`src/hw/memCtl_macros.svh`:
```
// Width and timing constants for the memory controller, included by the package and RTL.
`ifndef MEMCTL_MACROS_SVH
`define MEMCTL_MACROS_SVH

// Words in one memory block. There is one request bit per word.
`define MEMCTL_NWORDS 4

// Width of a word address within the block.
`define MEMCTL_ADR_W 2

// Clock cycles in one A or B bus phase.
`define MEMCTL_PHASE_CYCLES 4

// Width of the phase cycle counter.
`define MEMCTL_PHASE_CNT_W 2

// Width of a word count, holding 0 up to MEMCTL_NWORDS.
`define MEMCTL_CNT_W 3

`endif

```
`src/hw/memCtlPkg.sv`:
```
// Shared types and helper functions of the memory controller, imported by every RTL file.
`include "memCtl_macros.svh"

package memCtlPkg;

  // Bit n requests word n of the block.
  typedef logic [`MEMCTL_NWORDS-1:0] rqMaskT;

  // Word address within the block. Arithmetic wraps at the block size.
  typedef logic [`MEMCTL_ADR_W-1:0] wordAdrT;

  typedef enum logic {
    phaseA,
    phaseB
  } busPhaseT;

  typedef enum logic [1:0] {
    idle,
    waitPhase,
    startedA,
    startedB
  } startStateT;

  // Number of words requested by a mask.
  function automatic logic [`MEMCTL_CNT_W-1:0] countWords(rqMaskT mask);
    logic [`MEMCTL_CNT_W-1:0] total;
    total = '0;
    for (int i = 0; i < `MEMCTL_NWORDS; i++) begin
      total = total + `MEMCTL_CNT_W'(mask[i]);
    end
    return total;
  endfunction

endpackage

```
`src/hw/memReqIf.sv`:
```
// Held memory request, shared by the request latch, the start control and the core sequencer.
`timescale 1ns/10ps

interface memReqIf import memCtlPkg::*; ();

  logic    hold;
  rqMaskT  rqMask;
  logic    rdRq;
  logic    wrRq;
  wordAdrT adr;
  logic    firstWord;
  logic    releaseRq;

  // The latch owns the request and only takes the release back.
  modport latch (
    output hold, rqMask, rdRq, wrRq, adr, firstWord,
    input  releaseRq
  );

  // The start control loads its word mask on the first cycle and frees the latch when done.
  modport start (
    input  hold, rqMask, rdRq, firstWord,
    output releaseRq
  );

  // The core side only looks at the request.
  modport core (
    input rqMask, adr
  );

endinterface

```
`src/hw/coreReadSeq.sv`:
```
// Core-side read sequencer that delays data-valid strobes and steps the core word address.
`timescale 1ns/10ps
`include "memCtl_macros.svh"

module coreReadSeq import memCtlPkg::*; (
  input  logic    clk,
  input  logic    rstN,
  input  logic    aChangeComing,
  input  logic    bChangeComing,
  input  logic    memDataValidA,
  input  logic    memDataValidB,
  input  logic    nxmDataVal,
  input  logic    started,
  input  logic    readStart,
  input  logic    done,
  memReqIf.core   req,
  output logic    coreDataValid,
  output wordAdrT coreAdr,
  output logic    coreRdInProg,
  output logic    coreBusy
);

  logic                     rdOpen;
  logic                     rdWindow;
  logic                     dataValidEvent;
  logic                     dataValidStage1;
  logic [`MEMCTL_CNT_W-1:0] wordTarget;
  logic [`MEMCTL_CNT_W-1:0] wordCount;
  logic                     lastWord;

  // Data may arrive during the read start or later while core words are still owed.
  assign rdWindow = (started && rdOpen) || coreRdInProg;

  assign dataValidEvent = rdWindow &&
                          ((memDataValidA && aChangeComing) ||
                           (memDataValidB && bChangeComing) ||
                           (nxmDataVal && (aChangeComing || bChangeComing)));

  assign lastWord = coreDataValid && coreRdInProg &&
                    ((wordCount + 1'b1) == wordTarget);

  // Two register stages, so a new event can enter every cycle.
  always_ff @(posedge clk or negedge rstN) begin
    if (!rstN) begin
      dataValidStage1 <= 1'b0;
      coreDataValid   <= 1'b0;
    end else begin
      dataValidStage1 <= dataValidEvent;
      coreDataValid   <= dataValidStage1;
    end
  end

  always_ff @(posedge clk or negedge rstN) begin
    if (!rstN) begin
      rdOpen       <= 1'b0;
      coreRdInProg <= 1'b0;
      wordCount    <= '0;
      wordTarget   <= '0;
    end else begin
      if (readStart) begin
        rdOpen <= 1'b1;
      end else if (done) begin
        rdOpen <= 1'b0;
      end
      if (readStart) begin
        coreRdInProg <= 1'b1;
        wordCount    <= '0;
        wordTarget   <= countWords(req.rqMask);
      end else if (coreDataValid && coreRdInProg) begin
        wordCount <= wordCount + 1'b1;
        if (lastWord) begin
          coreRdInProg <= 1'b0;
        end
      end
    end
  end

  always_ff @(posedge clk) begin
    if (readStart) begin
      coreAdr <= req.adr;
    end else if (coreDataValid && coreRdInProg) begin
      coreAdr <= coreAdr + 1'b1;
    end
  end

  assign coreBusy = readStart || (coreRdInProg && !lastWord);

endmodule

```
`src/hw/memCtlTop.sv`:
```
// Top level of the memory controller, which joins the phase timer, latch and sequencers.
`timescale 1ns/10ps

module memCtlTop import memCtlPkg::*; (
  input  logic     clk,
  input  logic     rstN,
  input  logic     startRq,
  input  logic     rdRqIn,
  input  logic     wrRqIn,
  input  rqMaskT   rqMaskIn,
  input  wordAdrT  adrIn,
  input  logic     parIn,
  input  logic     forceBadPar,
  input  logic     memAcknA,
  input  logic     memAcknB,
  input  logic     nxmAckn,
  input  logic     memDataValidA,
  input  logic     memDataValidB,
  input  logic     nxmDataVal,
  output logic     busy,
  output logic     memAdrPar,
  output rqMaskT   memRq,
  output logic     memRdRq,
  output logic     memWrRq,
  output logic     memStartA,
  output logic     memStartB,
  output logic     coreDataValid,
  output wordAdrT  coreAdr,
  output logic     coreRdInProg,
  output logic     coreBusy,
  output busPhaseT phase,
  output logic     aChangeComing,
  output logic     bChangeComing
);

  logic started;
  logic readStart;
  logic done;

  memReqIf req ();

  phaseTimer phaseTimer_i (
    .clk           (clk),
    .rstN          (rstN),
    .phase         (phase),
    .aChangeComing (aChangeComing),
    .bChangeComing (bChangeComing)
  );

  requestLatch requestLatch_i (
    .clk         (clk),
    .rstN        (rstN),
    .startRq     (startRq),
    .rdRqIn      (rdRqIn),
    .wrRqIn      (wrRqIn),
    .rqMaskIn    (rqMaskIn),
    .adrIn       (adrIn),
    .parIn       (parIn),
    .forceBadPar (forceBadPar),
    .req         (req.latch),
    .busy        (busy),
    .memAdrPar   (memAdrPar)
  );

  memStartCtl memStartCtl_i (
    .clk           (clk),
    .rstN          (rstN),
    .aChangeComing (aChangeComing),
    .bChangeComing (bChangeComing),
    .memAcknA      (memAcknA),
    .memAcknB      (memAcknB),
    .nxmAckn       (nxmAckn),
    .req           (req.start),
    .memStartA     (memStartA),
    .memStartB     (memStartB),
    .started       (started),
    .readStart     (readStart),
    .done          (done)
  );

  coreReadSeq coreReadSeq_i (
    .clk           (clk),
    .rstN          (rstN),
    .aChangeComing (aChangeComing),
    .bChangeComing (bChangeComing),
    .memDataValidA (memDataValidA),
    .memDataValidB (memDataValidB),
    .nxmDataVal    (nxmDataVal),
    .started       (started),
    .readStart     (readStart),
    .done          (done),
    .req           (req.core),
    .coreDataValid (coreDataValid),
    .coreAdr       (coreAdr),
    .coreRdInProg  (coreRdInProg),
    .coreBusy      (coreBusy)
  );

  assign memRq   = req.rqMask;
  assign memRdRq = req.rdRq;
  assign memWrRq = req.wrRq;

endmodule

```
`src/hw/memStartCtl.sv`:
```
// Memory start sequencer that times the start to a bus phase and counts the acknowledges.
`timescale 1ns/10ps

module memStartCtl import memCtlPkg::*; (
  input  logic   clk,
  input  logic   rstN,
  input  logic   aChangeComing,
  input  logic   bChangeComing,
  input  logic   memAcknA,
  input  logic   memAcknB,
  input  logic   nxmAckn,
  memReqIf.start req,
  output logic   memStartA,
  output logic   memStartB,
  output logic   started,
  output logic   readStart,
  output logic   done
);

  startStateT state;
  startStateT stateNext;
  rqMaskT     wordsLeft;
  rqMaskT     wordsAfterAckn;
  logic       acknPulse;
  logic       lastAckn;
  logic       startNow;
  logic       clearPulse;

  assign memStartA = (state == startedA);
  assign memStartB = (state == startedB);
  assign started   = memStartA || memStartB;

  // Each start only listens to acknowledges on the strobe of its own phase.
  assign acknPulse = (memStartA && (memAcknA || nxmAckn) && aChangeComing) ||
                     (memStartB && (memAcknB || nxmAckn) && bChangeComing);

  // Dropping the lowest set bit retires the word being acknowledged.
  assign wordsAfterAckn = wordsLeft & (wordsLeft - 1'b1);
  assign lastAckn       = acknPulse && (wordsAfterAckn == '0);

  assign startNow = (state == waitPhase) && (aChangeComing || bChangeComing);

  always_comb begin
    stateNext = state;
    case (state)
      idle: begin
        if (req.firstWord && req.hold) begin
          stateNext = waitPhase;
        end
      end
      waitPhase: begin
        if (aChangeComing) begin
          stateNext = startedA;
        end else if (bChangeComing) begin
          stateNext = startedB;
        end
      end
      startedA, startedB: begin
        if (lastAckn) begin
          stateNext = idle;
        end
      end
      default: stateNext = idle;
    endcase
  end

  always_ff @(posedge clk or negedge rstN) begin
    if (!rstN) begin
      state      <= idle;
      wordsLeft  <= '0;
      readStart  <= 1'b0;
      clearPulse <= 1'b0;
    end else begin
      state      <= stateNext;
      readStart  <= startNow && req.rdRq;
      clearPulse <= lastAckn;
      if (req.firstWord) begin
        wordsLeft <= req.rqMask;
      end else if (acknPulse) begin
        wordsLeft <= wordsAfterAckn;
      end
    end
  end

  assign req.releaseRq = clearPulse;
  assign done          = clearPulse;

endmodule

```
`src/hw/phaseTimer.sv`:
```
// Bus phase generator that alternates A and B phases and flags the last cycle of each.
`timescale 1ns/10ps
`include "memCtl_macros.svh"

module phaseTimer import memCtlPkg::*; (
  input  logic     clk,
  input  logic     rstN,
  output busPhaseT phase,
  output logic     aChangeComing,
  output logic     bChangeComing
);

  localparam logic [`MEMCTL_PHASE_CNT_W-1:0] LastCount =
    `MEMCTL_PHASE_CNT_W'(`MEMCTL_PHASE_CYCLES - 1);

  logic [`MEMCTL_PHASE_CNT_W-1:0] phaseCount;
  logic                           lastCycle;

  assign lastCycle = (phaseCount == LastCount);

  always_ff @(posedge clk or negedge rstN) begin
    if (!rstN) begin
      phaseCount <= '0;
    end else if (lastCycle) begin
      phaseCount <= '0;
    end else begin
      phaseCount <= phaseCount + 1'b1;
    end
  end

  always_ff @(posedge clk or negedge rstN) begin
    if (!rstN) begin
      phase <= phaseA;
    end else if (lastCycle) begin
      phase <= (phase == phaseA) ? phaseB : phaseA;
    end
  end

  // The last cycle of a B phase announces the coming A phase, and the other way round.
  assign aChangeComing = lastCycle && (phase == phaseB);
  assign bChangeComing = lastCycle && (phase == phaseA);

endmodule

```
`src/hw/requestLatch.sv`:
```
// Request holding register that captures a start request and drives the memory address parity.
`timescale 1ns/10ps

module requestLatch import memCtlPkg::*; (
  input  logic    clk,
  input  logic    rstN,
  input  logic    startRq,
  input  logic    rdRqIn,
  input  logic    wrRqIn,
  input  rqMaskT  rqMaskIn,
  input  wordAdrT adrIn,
  input  logic    parIn,
  input  logic    forceBadPar,
  memReqIf.latch  req,
  output logic    busy,
  output logic    memAdrPar
);

  logic accept;
  logic parHold;
  logic forceBadParHold;

  // A start is only taken while nothing is held.
  assign accept = startRq && !req.hold;

  always_ff @(posedge clk or negedge rstN) begin
    if (!rstN) begin
      req.hold      <= 1'b0;
      req.firstWord <= 1'b0;
      req.rqMask    <= '0;
      req.rdRq      <= 1'b0;
      req.wrRq      <= 1'b0;
    end else begin
      req.firstWord <= accept;
      if (accept) begin
        req.hold   <= 1'b1;
        req.rqMask <= rqMaskIn;
        req.rdRq   <= rdRqIn;
        req.wrRq   <= wrRqIn;
      end else if (req.releaseRq) begin
        req.hold <= 1'b0;
      end
    end
  end

  always_ff @(posedge clk) begin
    if (accept) begin
      req.adr         <= adrIn;
      parHold         <= parIn;
      forceBadParHold <= forceBadPar;
    end
  end

  assign busy = req.hold;

  // Parity covers the incoming address parity, both request types, the mask and the word address.
  assign memAdrPar = parHold ^ req.rdRq ^ req.wrRq ^ (^req.rqMask) ^ (^req.adr) ^
                     forceBadParHold;

endmodule

```
`config.mk`:
```
export PLATFORM = sky130hd
export DESIGN_NAME = memCtlTop
export DESIGN_NICKNAME = d
export VERILOG_FILES = /design/src/hw/memCtlPkg.sv /design/src/hw/memReqIf.sv /design/src/hw/coreReadSeq.sv /design/src/hw/memCtlTop.sv /design/src/hw/memStartCtl.sv /design/src/hw/phaseTimer.sv /design/src/hw/requestLatch.sv
export VERILOG_INCLUDE_DIRS = /design/src /design/src/hw
export SDC_FILE = /design/constraint.sdc
export NUM_CORES = 1
export LEC_CHECK = 0
export ABC_CLOCK_PERIOD_IN_PS = 2800
export BUFFER_PORTS_ARGS = -buffer_cell sky130_fd_sc_hd__buf_2
export CAP_MARGIN = 20
export CORE_ASPECT_RATIO = 1.25
export CORE_MARGIN = 5
export CORE_UTILIZATION = 39
export CTS_CLUSTER_SIZE = 40
export DETAILED_ROUTE_END_ITERATION = 8
export MAX_ROUTING_LAYER = met4
export PLACE_DENSITY = 0.67
export SLEW_MARGIN = 20
export SYNTH_ARGS = -nofsm -noshare
export SYNTH_HDL_FRONTEND = slang
export SYNTH_SLANG_ARGS = --single-unit
export TNS_END_PERCENT = 20
```
`constraint.sdc`:
```
create_clock -name clk -period 2.8 [get_ports clk]
set_input_delay 0.84 -clock clk [delete_from_list [all_inputs] [get_ports clk]]
set_output_delay 0.84 -clock clk [all_outputs]
set_load 0.1 [all_outputs]
```
* Word level (Yosys, flattened, before mapping)
Index checks and enable logic that the tools add are counted.
Word-level totals: bits in registers 35
Operators by class: equality and inequality tests 8, bitwise logic cells 7, add/sub/neg operators 7, multiplexer cells 19, reduce and logical (&&, ||, !) cells 42
Operators by type and width (count):
- 1-bit logical AND | 19
- 2-bit two-way mux | 7
- 2-bit nonzero test | 5
- 1-bit logical OR | 9
- 4-bit two-way mux | 2
- 1-bit two-way mux | 7
- 3-bit by 1-bit adder with 3-bit output | 2
- 2-bit == test (second input constant) | 3
- 3-bit two-way mux | 2
- 2-bit one-hot mux with 3 select lines | 1
- 1-bit bitwise XOR | 5
- 2-bit by 1-bit adder with 2-bit output (second input constant) | 2
- 4-bit bitwise AND | 1
- 4-bit logical NOT | 1
- 2-bit by 1-bit inequality test with 1-bit output (second input constant) | 2
- 4-bit XOR reduction | 1
- 4-bit by 1-bit subtractor with 4-bit output (second input constant) | 1
- 3-bit by 1-bit adder with 3-bit output (second input constant) | 1
- 3-bit == test | 1
- 3-bit by 1-bit inequality test with 1-bit output (second input constant) | 1
- 3-bit AND reduction | 1
- 1-bit by 1-bit adder with 2-bit output | 1
- 2-bit by 1-bit == test with 1-bit output (second input constant) | 1
- 1-bit logical NOT | 2
- 5 further kinds | 5

* Logic depth before layout (Yosys ltp)
depth in word-level cells 7, depth in mapped cells 6, gate-level depth less buffers 6

* Cells and area by module
From an unflattened synthesis, not the netlist that was laid out.
Second synthesis, totals: cell total of the unflattened synthesis 135, area, all modules 1654.1 um^2
Modules (own cells, without submodules):
- coreReadSeq | area an instance 608.1 um^2, cells an instance 54, seq. area each 310.3 um^2, times used 1
- requestLatch | area an instance 506.7 um^2, cells an instance 31, seq. area each 320.3 um^2, times used 1
- memStartCtl | area an instance 425.4 um^2, cells an instance 42, seq. area each 200.2 um^2, times used 1
- phaseTimer | area an instance 113.9 um^2, cells an instance 8, seq. area each 75.1 um^2, times used 1

* Least setup slack after synthesis
Ideal clock, no wire load.
path type register -> output, from register requestLatch_i.req.rqMask[1], to output port memAdrPar, data arrival time 3.513 ns, path slack -1.553 ns, stages on the path, launching flop included 6, buffers on the path 0, path through dfrtp_1 ha_1 inv_1 fa_1 xnor2_1 xnor2_1
On the way: longest elaborated chain between the ends 4
RTL lines:
- start, declared | RTL line memReqIf.sv:16 | output hold, rqMask, rdRq, wrRq, adr, firstWord,
- start signal, assigned | RTL line requestLatch.sv:37 | req.rqMask <= rqMaskIn;
- 4-bit XOR reduction | RTL line requestLatch.sv:57 | assign memAdrPar = parHold ^ req.rdRq ^ req.wrRq ^ (^req.rqMask) ^ (^req.adr) ^
- 1-bit bitwise XOR (3 in a row) | RTL line requestLatch.sv:57
- end, declared | RTL line memCtlTop.sv:21 | output logic memAdrPar,
No other way between the ends.

* Final worst setup path
from register requestLatch_i.req.rqMask[0], to output port memAdrPar
The elaborated chain is that of the path after synthesis.

==> metrics.txt <==
status=complete, but fails checks; failing checks=setup timing; setup bufs post-CTS=0; layout cells sized above 1=0.3860; synthesized flop and latch total=35; Die W=67.14 um; initial core utilization=0.3945; final instance area=2016 um2; Worst Setup SP=requestLatch_i.req.rqMask[0]; number of inserted diodes=0; most common cell after layout, fill and taps aside=buf_2; antenna violations before repair=0; Critical Path AT=2.17 ns; number of max-cap violations=0; Root Driver=clkbuf_8; Nets=195; synthesized area per cell=12.24 um2; cells after synthesis=130; via/cell ratio=4.811; Crit Path Max Fanout=4; number of failing hold endpoints at the final stage=0; R2R Path Start=requestLatch_i.req.rqMask[0]; Remaining DRCs=0; fmax=0.3326 GHz; Yosys cell types=32; final wirelength=3237 um; DRT iter0 DRCs=59; Layout Area Growth over Synthesis=26.65%; clk buf depth=2; worst setup margin=-0.2069 ns; Pins Over Slew Limit=0; WHS Path Cells=0; PortBufs=36; Cell Area, Synth=1592 um2; relative slew slack=0.5670; Detail Route Antenna Nets=0; Core Rows=26; DP Area=1906 um2; All-Layer GR Usage=0.1401; period utilization=1.074; Core ar.=4034 um2; routed vias=1092; Final setup viols=1; CTS tree=done; Clock Latency Late Sink=0.29 ns; Hold Path Class=reg2reg; Setup crit end kind=output port; critical path type=reg2out; first-pass GRT wire length=5423 um; R2R depth=6; HPWL after DPL=2517 um; register area share after synthesis=0.5692; Slew @ Worst Pin=0.6495 ns; Overflow after GRT=0; Worst Setup Start Kind=flip-flop; Ys Warns=0; Reg clk slew, reported paths=0.07 ns; RD Place Congestion=0.7005; die height=81.42 um; number of global-route vias before repair=1162; wire length per cell=14.26 um; Max H-tree Level=2; commonest cells after routing, fill and taps aside=buf_2, dfrtp_1, nand2_1, nor2_1; Mapped Nets=154; worst setup path end=memAdrPar; Reg2Reg Capture Point=coreReadSeq_i.wordTarget[1]; number of CTS-inserted buffers=5; Pre-antenna DRT Iters=4; CTS sink count=35; Die ar.=5466 um2; clk_skew=0.004052 ns; I/O Pins=37; worst reg-to-reg setup slack=1.03 ns; Final min period=3.007 ns; worst endpoint required time=1.96 ns; largest net degree at the start of global routing=30; RSZ-0062 raised after global routing=yes
## Yosys cell counts, drive strengths merged
| cell | number | area share |
|---|---|---|
| nand2b | 2 | 0.0079 |
| mux2i | 3 | 0.019 |
| nor4b | 1 | 0.0055 |
| and2b | 2 | 0.0094 |
| ha | 4 | 0.031 |
| a221oi | 2 | 0.019 |
| a22oi | 1 | 0.0047 |
| nor3b | 1 | 0.0047 |
| nor2b | 2 | 0.0094 |
| nor2 | 9 | 0.021 |
| buf | 3 | 0.0094 |
| nand2 | 9 | 0.021 |
| xnor2 | 8 | 0.044 |
| nand4b | 1 | 0.0055 |
| inv | 7 | 0.017 |
| dfrtp | 29 | 0.46 |
| a21oi | 5 | 0.016 |
| and2 | 4 | 0.016 |
| o2bb2ai | 1 | 0.017 |
| a31oi | 2 | 0.0079 |
| o21ai | 5 | 0.016 |
| o211a | 1 | 0.0063 |
| edfxtp | 6 | 0.11 |
| fa | 1 | 0.013 |
| xor2 | 6 | 0.033 |
| clkbuf | 1 | 0.0024 |
| a211oi | 2 | 0.0094 |
| nand3 | 2 | 0.0063 |
| mux2 | 6 | 0.042 |
| nor3 | 1 | 0.0031 |
| a21o | 3 | 0.014 |
## worst min-delay path by stage
stage,slack [ns],endpoint,from
floorplan,0.33,coreReadSeq_i.coreDataValid,coreReadSeq_i.dataValidStage1
global placement,0.33,coreReadSeq_i.coreDataValid,coreReadSeq_i.dataValidStage1
detailed placement,0.34,coreReadSeq_i.coreDataValid,coreReadSeq_i.dataValidStage1
CTS,0.36,coreReadSeq_i.coreDataValid,coreReadSeq_i.dataValidStage1
global route,0.37,coreReadSeq_i.coreDataValid,coreReadSeq_i.dataValidStage1
finish,0.35,coreReadSeq_i.coreDataValid,coreReadSeq_i.dataValidStage1
## through the flow
step           hold WS, ns    util  worst slack [ns]  std cells  setup TNS (ns)
2_1_floorplan       0.3312       -           -0.2982        130         -0.3213
3_3_place_gp        0.3345  0.4724           0.07656        220               0
3_5_place_dp        0.3397  0.4724           0.04721        220               0
4_1_cts             0.3561  0.4957           -0.2537        227         -0.2537
5_1_grt             0.3724  0.4997           -0.2680        227         -0.2680
6_report            0.3524  0.4997           -0.2069        227         -0.2069
## critical path, cell delays in order, from the launching register on
cell	delay (ns)
dfrtp_4	0.50
ha_4	0.27
inv_2	0.03
fa_2	0.58
xnor2_4	0.15
xnor2_4	0.15
buf_12	0.19
## repair_timing
action / in CTS / in global routing
resized for setup: 2 / 4
pin swaps: 0 / 2
endpoints found under the hold margin: 0 / 0
endpoints found under the setup margin: 2 / 2
hold buffers: 0 / 0
## kinds of logic after synthesis
group,synth area share
adders and majority gates,0.04403
and+or+nand+nor,0.1101
AOI/OAI and AO/OA,0.1101
xor gates and xnor gates,0.07705
DFF,0.5692
muxes,0.06132
buffers and inverters,0.02830
## per-layer routing
layer,up-vias,GRT usage,share of wire
met3,8,0.02873,0.023
li1,526,-,-
met2,14,0.2468,0.57
met4,0,0.07302,0.027
met1,544,0.1454,0.38
met5,-,-,0
## final cells by class
class | count | area [um2]
fill | 385 | 2018
sequential | 35 | 915.9
multi-input combinational | 84 | 703.2
timing repair buffer | 38 | 212.7
clock buffer | 6 | 82.58
tap | 56 | 70.07
inverter | 7 | 26.28
clock inverter | 1 | 5.005
## sequential cells by signal, summed over array words and instances, names as in the netlist, 2 cells and up
register,flops
coreReadSeq_i.coreAdr,2
memStartCtl_i.wordsLeft,4
coreReadSeq_i.wordCount,3
phaseTimer_i.phaseCount,2
coreReadSeq_i.wordTarget,3
requestLatch_i.req.rqMask,4
requestLatch_i.req.adr,2
memStartCtl_i.state,2
Power is left out: the tool's default activity adds up to more than one toggle a clock period on the data nets, which glitch-free logic cannot reach.
